File: config.mk
export PLATFORM = sky130hd
export DESIGN_NAME = execute_stage
export DESIGN_NICKNAME = d
export VERILOG_FILES = /design/src/rv_exec_pkg.sv /design/src/exec_ctrl_if.sv /design/src/execute_stage.sv /design/src/result_stage.sv /design/src/trap_control.sv /design/src/mem_request.sv /design/src/branch_unit.sv /design/src/exec_alu.sv /design/src/op_decode.sv
export VERILOG_INCLUDE_DIRS = /design/src
export SDC_FILE = /design/constraint.sdc
export NUM_CORES = 1
export LEC_CHECK = 0
export BUFFER_PORTS_ARGS = -buffer_cell sky130_fd_sc_hd__buf_2
export CAP_MARGIN = 25
export CORE_MARGIN = 8
export CORE_UTILIZATION = 35
export CTS_BUF_LIST = sky130_fd_sc_hd__clkbuf_2 sky130_fd_sc_hd__clkbuf_4 sky130_fd_sc_hd__clkbuf_8
export CTS_CLUSTER_DIAMETER = 30
export CTS_CLUSTER_SIZE = 20
export DETAILED_ROUTE_END_ITERATION = 7
export PLACE_DENSITY = 0.55
export SLEW_MARGIN = 20
export SYNTH_ARGS = -nofsm -noshare
export SYNTH_HDL_FRONTEND = slang
export SYNTH_SLANG_ARGS = --single-unit
File: constraint.sdc
create_clock -name clk -period 3.6 [get_ports clk]
set_input_delay 0.18 -clock clk [delete_from_list [all_inputs] [get_ports clk]]
set_output_delay 0.18 -clock clk [all_outputs]
set_load 0.05 [all_outputs]
File: src/rv_exec_config.svh
// RV32 only. EXEC_BE_W must stay EXEC_XLEN/8 and EXEC_SHAMT_W must stay log2 of EXEC_XLEN
`ifndef RV_EXEC_CONFIG_SVH
`define RV_EXEC_CONFIG_SVH

// Data path width
`define EXEC_XLEN        32

// Flow tag width, sets how many redirects can be told apart
`define EXEC_TAG_W       3

// Instruction size added to pc for the link address
`define EXEC_LINK_OFFSET 4

`define EXEC_SHAMT_W     5
`define EXEC_BE_W        4

`endif
File: src/rv_exec_pkg.sv
// Shared types for the execute stage. op_e holds at most 32 operations in its 5 bits
`include "rv_exec_config.svh"

package rv_exec_pkg;

    typedef logic [`EXEC_XLEN-1:0]    word_t;
    typedef logic [`EXEC_TAG_W-1:0]   tag_t;
    typedef logic [`EXEC_SHAMT_W-1:0] shamt_t;
    typedef logic [`EXEC_BE_W-1:0]    byte_en_t;

    // Operation delivered by the decode stage
    typedef enum logic [4:0] {
        NOP, ADD, SUB, AND, OR, XOR, SLL, SRL, SRA, SLT, SLTU, LUI,
        JAL, JALR, BEQ, BNE, BLT, BLTU, BGE, BGEU,
        LB, LBU, LH, LHU, LW, SB, SH, SW,
        ECALL, EBREAK, MRET
    } op_e;

    typedef enum logic [3:0] {
        ALU_ADD, ALU_SUB, ALU_AND, ALU_OR, ALU_XOR,
        ALU_SLL, ALU_SRL, ALU_SRA, ALU_SLT, ALU_SLTU
    } alu_op_e;

    typedef enum logic [2:0] {
        BR_NEVER, BR_ALWAYS, BR_EQ, BR_NE, BR_LT, BR_LTU, BR_GE, BR_GEU
    } branch_cond_e;

    typedef enum logic [2:0] {
        MEM_NONE, MEM_LOAD, MEM_SB, MEM_SH, MEM_SW
    } mem_op_e;

    // RISC-V mcause values, NE marks no exception
    typedef enum logic [3:0] {
        INSTRUCTION_ADDRESS_MISALIGNED = 4'd0,
        ILLEGAL_INSTRUCTION            = 4'd2,
        BREAKPOINT                     = 4'd3,
        ECALL_FROM_MMODE               = 4'd11,
        NE                             = 4'd15
    } exc_code_e;

endpackage

File: src/exec_ctrl_if.sv
// Decoded control for the one instruction in the stage. Combinational, no handshake
`timescale 1ns/1ps

interface exec_ctrl_if;
    import rv_exec_pkg::*;

    alu_op_e      alu_op;
    branch_cond_e branch_cond;
    mem_op_e      mem_op;
    // Result is pc plus the link offset
    logic         link_sel;
    // Jump target needs bit 0 cleared
    logic         jalr_sel;
    logic         lui_sel;
    logic         writes_reg;
    logic         ecall;
    logic         ebreak;
    logic         mret;

    modport decode_mp (
        output alu_op, branch_cond, mem_op, link_sel, jalr_sel, lui_sel,
               writes_reg, ecall, ebreak, mret
    );

    modport unit_mp (
        input  alu_op, branch_cond, mem_op, link_sel, jalr_sel, lui_sel,
               writes_reg, ecall, ebreak, mret
    );

endinterface

File: src/execute_stage.sv
// Stall freezes the output register and tag only. Memory and trap outputs stay combinational
`timescale 1ns/1ps

module execute_stage (
    input  logic                    clk,
    input  logic                    reset,
    input  logic                    stall_i,

    input  rv_exec_pkg::op_e        op_i,
    input  rv_exec_pkg::word_t      pc_i,
    input  rv_exec_pkg::word_t      op_a_i,
    input  rv_exec_pkg::word_t      op_b_i,
    input  rv_exec_pkg::word_t      op_c_i,
    input  rv_exec_pkg::tag_t       tag_i,
    input  logic                    illegal_i,
    input  logic                    misaligned_i,
    input  logic                    irq_pending_i,

    output logic                    killed_o,
    output logic                    write_enable_o,
    output rv_exec_pkg::op_e        operation_o,
    output rv_exec_pkg::word_t      result_o,

    output rv_exec_pkg::word_t      mem_addr_o,
    output logic                    mem_read_en_o,
    output rv_exec_pkg::byte_en_t   mem_write_en_o,
    output rv_exec_pkg::word_t      mem_write_data_o,

    output logic                    jump_o,
    output rv_exec_pkg::word_t      jump_target_o,

    output logic                    raise_exception_o,
    output rv_exec_pkg::exc_code_e  exception_code_o,
    output logic                    machine_return_o,
    output logic                    interrupt_ack_o
);
    import rv_exec_pkg::*;

    word_t alu_result;
    logic  branch_taken;

    exec_ctrl_if ctrl_bus ();

    ////////////////////
    // Decode
    ////////////////////

    op_decode u_decode (
        .op_i   (op_i),
        .ctrl   (ctrl_bus.decode_mp)
    );

    ////////////////////
    // Execute
    ////////////////////

    exec_alu u_alu (
        .ctrl     (ctrl_bus.unit_mp),
        .op_a_i   (op_a_i),
        .op_b_i   (op_b_i),
        .result_o (alu_result)
    );

    branch_unit u_branch (
        .ctrl     (ctrl_bus.unit_mp),
        .pc_i     (pc_i),
        .op_a_i   (op_a_i),
        .op_b_i   (op_b_i),
        .op_c_i   (op_c_i),
        .taken_o  (branch_taken),
        .target_o (jump_target_o)
    );

    mem_request u_mem (
        .ctrl         (ctrl_bus.unit_mp),
        .op_a_i       (op_a_i),
        .op_b_i       (op_b_i),
        .op_c_i       (op_c_i),
        .addr_o       (mem_addr_o),
        .read_en_o    (mem_read_en_o),
        .write_en_o   (mem_write_en_o),
        .write_data_o (mem_write_data_o)
    );

    ////////////////////
    // Result
    ////////////////////

    trap_control u_trap (
        .clk               (clk),
        .reset             (reset),
        .stall_i           (stall_i),
        .tag_i             (tag_i),
        .ctrl              (ctrl_bus.unit_mp),
        .op_i              (op_i),
        .illegal_i         (illegal_i),
        .misaligned_i      (misaligned_i),
        .irq_pending_i     (irq_pending_i),
        .branch_taken_i    (branch_taken),
        .killed_o          (killed_o),
        .jump_o            (jump_o),
        .raise_exception_o (raise_exception_o),
        .machine_return_o  (machine_return_o),
        .interrupt_ack_o   (interrupt_ack_o),
        .exception_code_o  (exception_code_o)
    );

    result_stage u_result (
        .clk            (clk),
        .reset          (reset),
        .stall_i        (stall_i),
        .ctrl           (ctrl_bus.unit_mp),
        .op_i           (op_i),
        .killed_i       (killed_o),
        .pc_i           (pc_i),
        .op_b_i         (op_b_i),
        .alu_result_i   (alu_result),
        .result_o       (result_o),
        .write_enable_o (write_enable_o),
        .operation_o    (operation_o)
    );

endmodule

File: src/result_stage.sv
// Result data is undefined until the first edge with stall low after reset
`timescale 1ns/1ps
`include "rv_exec_config.svh"

module result_stage (
    input  logic                 clk,
    input  logic                 reset,
    input  logic                 stall_i,
    exec_ctrl_if.unit_mp         ctrl,
    input  rv_exec_pkg::op_e     op_i,
    input  logic                 killed_i,
    input  rv_exec_pkg::word_t   pc_i,
    input  rv_exec_pkg::word_t   op_b_i,
    input  rv_exec_pkg::word_t   alu_result_i,
    output rv_exec_pkg::word_t   result_o,
    output logic                 write_enable_o,
    output rv_exec_pkg::op_e     operation_o
);
    import rv_exec_pkg::*;

    word_t result;

    // Link address, then lui immediate, then ALU
    always_comb begin
        if (ctrl.link_sel) begin
            result = pc_i + word_t'(`EXEC_LINK_OFFSET);
        end else if (ctrl.lui_sel) begin
            result = op_b_i;
        end else begin
            result = alu_result_i;
        end
    end

    always_ff @(posedge clk) begin
        if (reset) begin
            write_enable_o <= 1'b0;
            operation_o    <= NOP;
        end else if (!stall_i) begin
            write_enable_o <= ctrl.writes_reg && !killed_i;
            operation_o    <= op_i;
        end
    end

    always_ff @(posedge clk) begin
        if (!stall_i) begin
            result_o <= result;
        end
    end

endmodule

File: src/trap_control.sv
// One instruction in flight. The tag wraps after eight redirects without a check
`timescale 1ns/1ps

module trap_control (
    input  logic                    clk,
    input  logic                    reset,
    input  logic                    stall_i,
    input  rv_exec_pkg::tag_t       tag_i,
    exec_ctrl_if.unit_mp            ctrl,
    input  rv_exec_pkg::op_e        op_i,
    input  logic                    illegal_i,
    input  logic                    misaligned_i,
    input  logic                    irq_pending_i,
    input  logic                    branch_taken_i,
    output logic                    killed_o,
    output logic                    jump_o,
    output logic                    raise_exception_o,
    output logic                    machine_return_o,
    output logic                    interrupt_ack_o,
    output rv_exec_pkg::exc_code_e  exception_code_o
);
    import rv_exec_pkg::*;

    tag_t curr_tag;
    logic redirect;

    ////////////////////
    // Kill detection
    ////////////////////

    // Wrong-path instructions still carry the tag from before the redirect
    assign killed_o = (curr_tag != tag_i);
    assign jump_o   = branch_taken_i && !killed_o;
    assign redirect = jump_o || raise_exception_o || machine_return_o || interrupt_ack_o;

    always_ff @(posedge clk) begin
        if (reset) begin
            curr_tag <= '0;
        end else if (!stall_i && redirect) begin
            curr_tag <= curr_tag + 1'b1;
        end
    end

    ////////////////////
    // Trap priority
    ////////////////////

    always_comb begin
        raise_exception_o = 1'b0;
        machine_return_o  = 1'b0;
        interrupt_ack_o   = 1'b0;
        exception_code_o  = NE;
        if (!reset && !killed_o) begin
            if (illegal_i) begin
                raise_exception_o = 1'b1;
                exception_code_o  = ILLEGAL_INSTRUCTION;
            end else if (misaligned_i) begin
                raise_exception_o = 1'b1;
                exception_code_o  = INSTRUCTION_ADDRESS_MISALIGNED;
            end else if (ctrl.ecall) begin
                raise_exception_o = 1'b1;
                exception_code_o  = ECALL_FROM_MMODE;
            end else if (ctrl.ebreak) begin
                raise_exception_o = 1'b1;
                exception_code_o  = BREAKPOINT;
            end else if (ctrl.mret) begin
                machine_return_o  = 1'b1;
            end else if (irq_pending_i && op_i != NOP) begin
                // Interrupts are only taken on a real instruction
                interrupt_ack_o   = 1'b1;
            end
        end
    end

endmodule

File: src/mem_request.sv
// Word-addressed bus. Misaligned half and word stores are not detected
`timescale 1ns/1ps

module mem_request (
    exec_ctrl_if.unit_mp           ctrl,
    input  rv_exec_pkg::word_t     op_a_i,
    input  rv_exec_pkg::word_t     op_b_i,
    input  rv_exec_pkg::word_t     op_c_i,
    output rv_exec_pkg::word_t     addr_o,
    output logic                   read_en_o,
    output rv_exec_pkg::byte_en_t  write_en_o,
    output rv_exec_pkg::word_t     write_data_o
);
    import rv_exec_pkg::*;

    word_t sum;

    assign sum       = op_a_i + op_b_i;
    // Byte offset goes to the lane enables, not the address
    assign addr_o    = {sum[$bits(word_t)-1:2], 2'b00};
    assign read_en_o = (ctrl.mem_op == MEM_LOAD);

    always_comb begin
        unique case (ctrl.mem_op)
            MEM_SB:  write_en_o = byte_en_t'(1) << sum[1:0];
            MEM_SH:  write_en_o = sum[1] ? 4'b1100 : 4'b0011;
            MEM_SW:  write_en_o = '1;
            default: write_en_o = '0;
        endcase
    end

    // Store data replicated so every lane sees it
    always_comb begin
        unique case (ctrl.mem_op)
            MEM_SB:  write_data_o = {4{op_c_i[7:0]}};
            MEM_SH:  write_data_o = {2{op_c_i[15:0]}};
            default: write_data_o = op_c_i;
        endcase
    end

endmodule

File: src/branch_unit.sv
// Targets are not checked for alignment. Misaligned fetch is flagged upstream
`timescale 1ns/1ps

module branch_unit (
    exec_ctrl_if.unit_mp         ctrl,
    input  rv_exec_pkg::word_t   pc_i,
    input  rv_exec_pkg::word_t   op_a_i,
    input  rv_exec_pkg::word_t   op_b_i,
    input  rv_exec_pkg::word_t   op_c_i,
    output logic                 taken_o,
    output rv_exec_pkg::word_t   target_o
);
    import rv_exec_pkg::*;

    word_t jump_sum;
    logic  equal;
    logic  lt_signed;
    logic  lt_unsigned;

    assign equal       = op_a_i == op_b_i;
    assign lt_signed   = $signed(op_a_i) < $signed(op_b_i);
    assign lt_unsigned = op_a_i < op_b_i;

    always_comb begin
        unique case (ctrl.branch_cond)
            BR_ALWAYS: taken_o = 1'b1;
            BR_EQ:     taken_o = equal;
            BR_NE:     taken_o = !equal;
            BR_LT:     taken_o = lt_signed;
            BR_LTU:    taken_o = lt_unsigned;
            BR_GE:     taken_o = !lt_signed;
            BR_GEU:    taken_o = !lt_unsigned;
            default:   taken_o = 1'b0;
        endcase
    end

    // Jumps use register plus offset, branches are pc relative
    assign jump_sum = op_a_i + op_b_i;

    always_comb begin
        if (ctrl.link_sel) begin
            target_o = ctrl.jalr_sel ? {jump_sum[$bits(word_t)-1:1], 1'b0} : jump_sum;
        end else begin
            target_o = pc_i + op_c_i;
        end
    end

endmodule

File: src/exec_alu.sv
// Shifts use only the low bits of op_b. No overflow or carry reported
`timescale 1ns/1ps

module exec_alu (
    exec_ctrl_if.unit_mp         ctrl,
    input  rv_exec_pkg::word_t   op_a_i,
    input  rv_exec_pkg::word_t   op_b_i,
    output rv_exec_pkg::word_t   result_o
);
    import rv_exec_pkg::*;

    shamt_t shamt;
    logic   lt_signed;
    logic   lt_unsigned;

    assign shamt = op_b_i[$bits(shamt_t)-1:0];

    ////////////////////
    // Compare
    ////////////////////

    assign lt_signed   = $signed(op_a_i) < $signed(op_b_i);
    assign lt_unsigned = op_a_i < op_b_i;

    ////////////////////
    // Function select
    ////////////////////

    always_comb begin
        unique case (ctrl.alu_op)
            ALU_SUB:  result_o = op_a_i - op_b_i;
            ALU_AND:  result_o = op_a_i & op_b_i;
            ALU_OR:   result_o = op_a_i | op_b_i;
            ALU_XOR:  result_o = op_a_i ^ op_b_i;
            ALU_SLL:  result_o = op_a_i << shamt;
            ALU_SRL:  result_o = op_a_i >> shamt;
            // Arithmetic shift keeps the sign bit
            ALU_SRA:  result_o = word_t'($signed(op_a_i) >>> shamt);
            ALU_SLT:  result_o = word_t'(lt_signed);
            ALU_SLTU: result_o = word_t'(lt_unsigned);
            default:  result_o = op_a_i + op_b_i;
        endcase
    end

endmodule

File: src/op_decode.sv
// Loads form one class here. Load data sign extension happens after this stage
`timescale 1ns/1ps

module op_decode (
    input  rv_exec_pkg::op_e     op_i,
    exec_ctrl_if.decode_mp       ctrl
);
    import rv_exec_pkg::*;

    always_comb begin
        // Plain register-writing add unless the operation says otherwise
        ctrl.alu_op      = ALU_ADD;
        ctrl.branch_cond = BR_NEVER;
        ctrl.mem_op      = MEM_NONE;
        ctrl.link_sel    = 1'b0;
        ctrl.jalr_sel    = 1'b0;
        ctrl.lui_sel     = 1'b0;
        ctrl.writes_reg  = 1'b1;
        ctrl.ecall       = 1'b0;
        ctrl.ebreak      = 1'b0;
        ctrl.mret        = 1'b0;

        unique case (op_i)
            SUB:  ctrl.alu_op = ALU_SUB;
            AND:  ctrl.alu_op = ALU_AND;
            OR:   ctrl.alu_op = ALU_OR;
            XOR:  ctrl.alu_op = ALU_XOR;
            SLL:  ctrl.alu_op = ALU_SLL;
            SRL:  ctrl.alu_op = ALU_SRL;
            SRA:  ctrl.alu_op = ALU_SRA;
            SLT:  ctrl.alu_op = ALU_SLT;
            SLTU: ctrl.alu_op = ALU_SLTU;
            LUI:  ctrl.lui_sel = 1'b1;
            JAL, JALR: begin
                ctrl.branch_cond = BR_ALWAYS;
                ctrl.link_sel    = 1'b1;
                ctrl.jalr_sel    = (op_i == JALR);
            end
            BEQ:  begin ctrl.branch_cond = BR_EQ;  ctrl.writes_reg = 1'b0; end
            BNE:  begin ctrl.branch_cond = BR_NE;  ctrl.writes_reg = 1'b0; end
            BLT:  begin ctrl.branch_cond = BR_LT;  ctrl.writes_reg = 1'b0; end
            BLTU: begin ctrl.branch_cond = BR_LTU; ctrl.writes_reg = 1'b0; end
            BGE:  begin ctrl.branch_cond = BR_GE;  ctrl.writes_reg = 1'b0; end
            BGEU: begin ctrl.branch_cond = BR_GEU; ctrl.writes_reg = 1'b0; end
            LB, LBU, LH, LHU, LW: ctrl.mem_op = MEM_LOAD;
            SB:   begin ctrl.mem_op = MEM_SB; ctrl.writes_reg = 1'b0; end
            SH:   begin ctrl.mem_op = MEM_SH; ctrl.writes_reg = 1'b0; end
            SW:   begin ctrl.mem_op = MEM_SW; ctrl.writes_reg = 1'b0; end
            ECALL:  ctrl.ecall  = 1'b1;
            EBREAK: ctrl.ebreak = 1'b1;
            MRET:   ctrl.mret   = 1'b1;
            default: ;
        endcase
    end

endmodule

### After elaboration in Yosys (flattened, before gate mapping)

Cells that the tools add are included.
W data, S select, Z words.

| cells by class | value |
|---|---|
| shift operators | 4 |
| bitwise operators | 3 |
| add/subtract/negate cells | 5 |
| reduce and logical (&&, ||, !) cells | 18 |
| $lt $le $gt $ge | 2 |
| muxes and demuxes | 42 |
| equal/unequal tests | 51 |

Operators by type and width:

| cell | number |
|---|---|
| $pmux W32 S9 | 1 |
| $mux W32 | 3 |
| $eq A5 B5 Y1 const B | 15 |
| $add A32 B32 Y32 | 2 |
| $lt A32 B32 Y1 | 2 |
| $pmux W32 S2 | 1 |
| $eq A5 B4 Y1 const B | 8 |
| $pmux W4 S9 | 1 |
| $add A32 B3 Y32 const B | 1 |
| $and A32 B32 Y32 | 1 |
| $eq A32 B32 Y1 | 1 |
| $or A32 B32 Y32 | 1 |
| $shl A32 B5 Y32 | 1 |
| $shr A32 B5 Y32 | 1 |
| $sshr A32 B5 Y32 | 1 |
| $sub A32 B32 Y32 | 1 |
| $xor A32 B32 Y32 | 1 |
| $mux W1 | 26 |
| $mux W4 | 6 |
| $pmux W3 S7 | 1 |
| $eq A5 B3 Y1 const B | 4 |
| $eq A4 B3 Y1 const B | 4 |
| $eq A3 B3 Y1 const B | 5 |
| $eq A3 B2 Y1 const B | 4 |
| 18 further kinds | 33 |

| word-level totals | value |
|---|---|
| word-level logic and storage cells | 129 |
| register bits after elaboration | 41 |
| input bits | 142 |
| output and inout bits | 148 |

### Depth between registers and ports, before layout

| depth | value |
|---|---|
| depth after elaboration | 11 |
| gate-level depth with buffers | 17 |
| mapped depth without buffers | 14 |

### By module

A second synthesis with hierarchy kept.

| unflattened totals | value |
|---|---|
| cell total of the unflattened synthesis | 2,576 |
| area total of the unflattened synthesis | 18,474.0 µm² |

Modules (own cells, without submodules):

| module | area an instance (µm²) | seq. area each (µm²) | cells each | times used |
|---|---|---|---|---|
| exec_alu | 8,785.9 | 0.0 | 1,294 | 1 |
| branch_unit | 4,401.7 | 0.0 | 637 | 1 |
| result_stage | 2,464.9 | 1,081.0 | 258 | 1 |
| mem_request | 2,207.1 | 0.0 | 306 | 1 |
| trap_control | 352.8 | 60.1 | 40 | 1 |
| op_decode | 261.5 | 0.0 | 41 | 1 |

### Least setup slack after synthesis

OpenSTA, ideal clock, no wires.

| timing | value |
|---|---|
| path type | input -> output |
| start point | input port op_b_i[2] |
| end point | output port jump_target_o[30] |
| arrival time | 4.709 ns |
| path slack | -1.289 ns |
| required time | 3.420 ns |
| stages on the path | 17 |
| path buffers | 5 |
| path through | buf_2 -> inv_1 -> buf_2 -> buf_2 -> clkbuf_1 -> ha_1 -> buf_6 -> a21oi_1 -> o21ai_1 -> a41o_1 -> nand4_1 -> a21oi_2 -> a211oi_2 -> o21ai_1 -> xnor2_1 -> nor2_1 -> a21oi_1 |

| between the ends | value |
|---|---|
| longest elaborated chain between the ends | 2 |

Ends and longest elaborated chain:

| item | line | source |
|---|---|---|
| start, declared | execute_stage.sv:12 | `input rv_exec_pkg::word_t op_b_i,` |
| $add A32 B32 Y32 | n/a |  |
| via mem_addr_o[30] | execute_stage.sv:24 | `output rv_exec_pkg::word_t mem_addr_o,` |
| $mux W32 | branch_unit.sv:41 | `if (ctrl.link_sel) begin` |
| end, declared | execute_stage.sv:30 | `output rv_exec_pkg::word_t jump_target_o,` |

The timed path passes the listed nets, and every way through them passes these cells.

### Worst setup path after layout

| timing | value |
|---|---|
| start point | input port op_b_i[17] |
| end point | output port jump_o |

| between the ends | value |
|---|---|
| longest elaborated chain between the ends | 4 |
| elaborated cells between the ends (all ways) | 8 |
| classes of those cells | order compare (2); eq/ne (1); mux (1); reduce/logical (4) |

Ends and longest elaborated chain:

| item | line | source |
|---|---|---|
| $lt A32 B32 Y1 (tied with other cells) | branch_unit.sv:22 | `assign lt_unsigned = op_a_i < op_b_i;` |
| $logic_not A1 Y1 (on tied branches) | branch_unit.sv:32, branch_unit.sv:28, branch_unit.sv:31 |  |
| $pmux W1 S7 (*) | branch_unit.sv:25 | `unique case (ctrl.branch_cond)` |
| $logic_and A1 B1 Y1 (*) | trap_control.sv:33 | `assign jump_o = branch_taken_i && !killed_o;` |
| end, declared | execute_stage.sv:29 | `output logic jump_o,` |

Every way passes the cells marked *; elsewhere a longest branch is shown, timed or not.

==> flow_summary.json <==
{
  "status": "completed",
  "wl_um": 73700,
  "synth.distinct_cells": 94,
  "cts_buffers": 5,
  "ys_warn_count": 0,
  "drtIter0Drc": 1785,
  "final-hold-violation-count": 0,
  "vias_per_cell": 6.06,
  "fmax_mhz": 289,
  "pwr-share-seq": 0.129,
  "ys_seq_area_frac": 0.0833,
  "ir_worst_vdd_v": 0.000252,
  "leakage_nw": 7.64,
  "drv_slew": 0,
  "worstPathRequired_ns": 3.42,
  "ys_seq_elements": 41,
  "hold_path_class": "in -> reg",
  "power.share.switching": 0.585,
  "die_w_um": 214,
  "cts_sinks": 41,
  "combPwrFrac": 0.797,
  "synth-edff-count": 32,
  "crit_path_end_kind": "output port",
  "timing.rr.start": "u_trap.curr_tag[2]",
  "track_usage": 0.309,
  "antenna_found_initial": 3,
  "clkPwrFrac": 0.074,
  "post_drt_wl_per_cell_um": 26.8,
  "cts_tree": "built",
  "grt_setup_unrepaired": "no",
  "cts_resized": 0,
  "drive_gt1_frac": 0.296,
  "portBuffers": 287,
  "finalCritPeriodShare": 0.960,
  "synth_most_common_cell": "nor2_1",
  "syn-instance-count": 1886,
  "fp.coreArea_um2": 38600,
  "max_slew_margin": 0.351,
  "avgSynthCellArea_um2": 7.26,
  "min_period_ns": 3.45,
  "power.total_mw": 4.82,
  "finalSetupViolCount": 0,
  "tightest_slew_ns": 0.965,
  "place_hpwl_um": 60600,
  "dr.pass1.iters": 8,
  "cp.arrival_ns": 3.27,
  "ios": 290,
  "die_area_um2": 45700,
  "internal_power_mw": 2.00,
  "die_y_um": 214,
  "grt_start_max_net_pins": 74,
  "synthArstFlopShare": 0,
  "holdWs_ns": 0.152,
  "final_util": 0.447,
  "syn_to_final_growth_pct": 26.1,
  "skew_ns": 0.000763,
  "place_area_um2": 17100,
  "pwr_density_cell_nw_per_um2": 279,
  "critical_path_class": "in -> out",
  "grt_pass1_vias": 15900,
  "maxCapViolCount": 0,
  "grt_pass1_wl_um": 106000,
  "dr_total_vias": 16600,
  "cts_max_level": 2,
  "critPathMaxFanout": 8,
  "critPathLaunch": "op_b_i[17]",
  "clk_pin_slew_worst_paths_ns": 0.09,
  "post-synth-top-area-cell": "ha_1",
  "stdcell_area_um2": 17300,
  "rows": 72,
  "overflow": 0,
  "ant_nets": 0,
  "synth_ff_type": "edfxtp_1",
  "start_kind": "input port",
  "fin_setup_tns_ns": 0,
  "cts.path.max_buffers": 2,
  "fill_cells": 4111,
  "initial_utilization": 0.355,
  "worstSkewPairLatency_ns": 0.34,
  "hold_start": "reset",
  "synth_top_area_share": 0.119,
  "synthTopCellsByCount": "206 x nor2_1, 177 x a21oi_1, 175 x nand2_1",
  "final_nets": 2500,
  "ctsHoldBuffers": 0,
  "drc": 0,
  "cts_setup_buffers": 0,
  "syn_area_um2": 13700,
  "synth_area_leaders": "ha_1 12%, mux4_2 7.7%, edfxtp_1 7.0%, a21oi_1 6.5%, nor2_1 5.6%",
  "routabilityCongestion": 1.01,
  "root_buffer": "clkbuf_8",
  "switchingPower_mw": 2.82
}
[power by group through the flow]
stage | Combinational, mW | Clock (mW) | Sequential (mW)
global placement | 3.77 | 0 | 0.630
finish | 3.84 | 0.357 | 0.619
CTS | 3.79 | 0.365 | 0.620
detailed placement | 3.77 | 0 | 0.630
global route | 4.04 | 0.373 | 0.623
floorplan | 2.31 | 0 | 0.845
[critical path: stages]
cell and delay (ns):
buf_2 0.13, inv_1 0.12, ha_1 0.53, inv_1 0.17, a21oi_1 0.31, o31ai_1 0.12
a21oi_1 0.45, o21ai_0 0.29, a21boi_0 0.22, nor4b_4 0.30, a31oi_1 0.09, nor2_2 0.10
buf_2 0.27
[metal layers]
metal  wire length [um]  global-route usage  part of all wire  up-vias
met5                 13                   0           0.00018        -
met4               3240               0.126             0.044        2
met3               4430              0.0368             0.060      131
met2              34600               0.504              0.47      756
met1              31400               0.411              0.43     8119
li1                   -                   -                 -     7628
[stage by stage]
stage / instances / worst slack, ns
floorplan: 1887 / -0.202
global placement: 2736 / 0.0587
detailed placement: 2736 / 0.0484
CTS: 2744 / 0.0407
global route: 2746 / 0.00585
finish: 2746 / 0.145
[registers in the layout, summed over array words and instances, names as in the netlist]
signal,cells
u_result.operation_o,5
u_result.write_enable_o,1
u_trap.curr_tag,3
u_result.result_o,32
[logic make-up after synthesis]
family                   synth area share
XOR/XNOR                           0.0652
flip-flops                         0.0833
buffers and inverters              0.0804
AO/OA/AOI/OAI                       0.296
multiplexers                        0.150
AND/OR/NAND/NOR                     0.201
adder cells (fa/ha/maj)             0.123
other                            0.000274
[final timing paths]
check             slack (ns)  cells past startpoint                       to
setup reg to reg        1.54                      9       u_trap.curr_tag[1]
hold / removal          0.15                      2  u_result.operation_o[0]
setup / recovery        0.15                     13                   jump_o
hold reg to reg         0.49                      2  u_result.write_enable_o
[cell type report]
type                    instances  area [um^2]  share of cell area
diodes                          2         5.00            0.000290
clock buffers                   5         68.8             0.00398
clock inverters                 3         12.5            0.000724
inverters                     112          420              0.0243
multi-input cells            1590        12000               0.695
flip-flops and latches         41         1140              0.0660
well taps                     518          648              0.0375
repair buffers                475         2980               0.173
[cells in the final DEF (no fill, tap or decap), types with 39 or more instances in the layout]
master / count
ha_1: 129
nand3_1: 43
a21oi_1: 162
mux2i_1: 67
mux4_2: 47
xnor2_1: 52
nor2_1: 204
buf_2: 280
nor3_1: 39
buf_4: 183
o21ai_0: 123
inv_1: 107
nand2_1: 174
(Power assumes the default switching activity.)
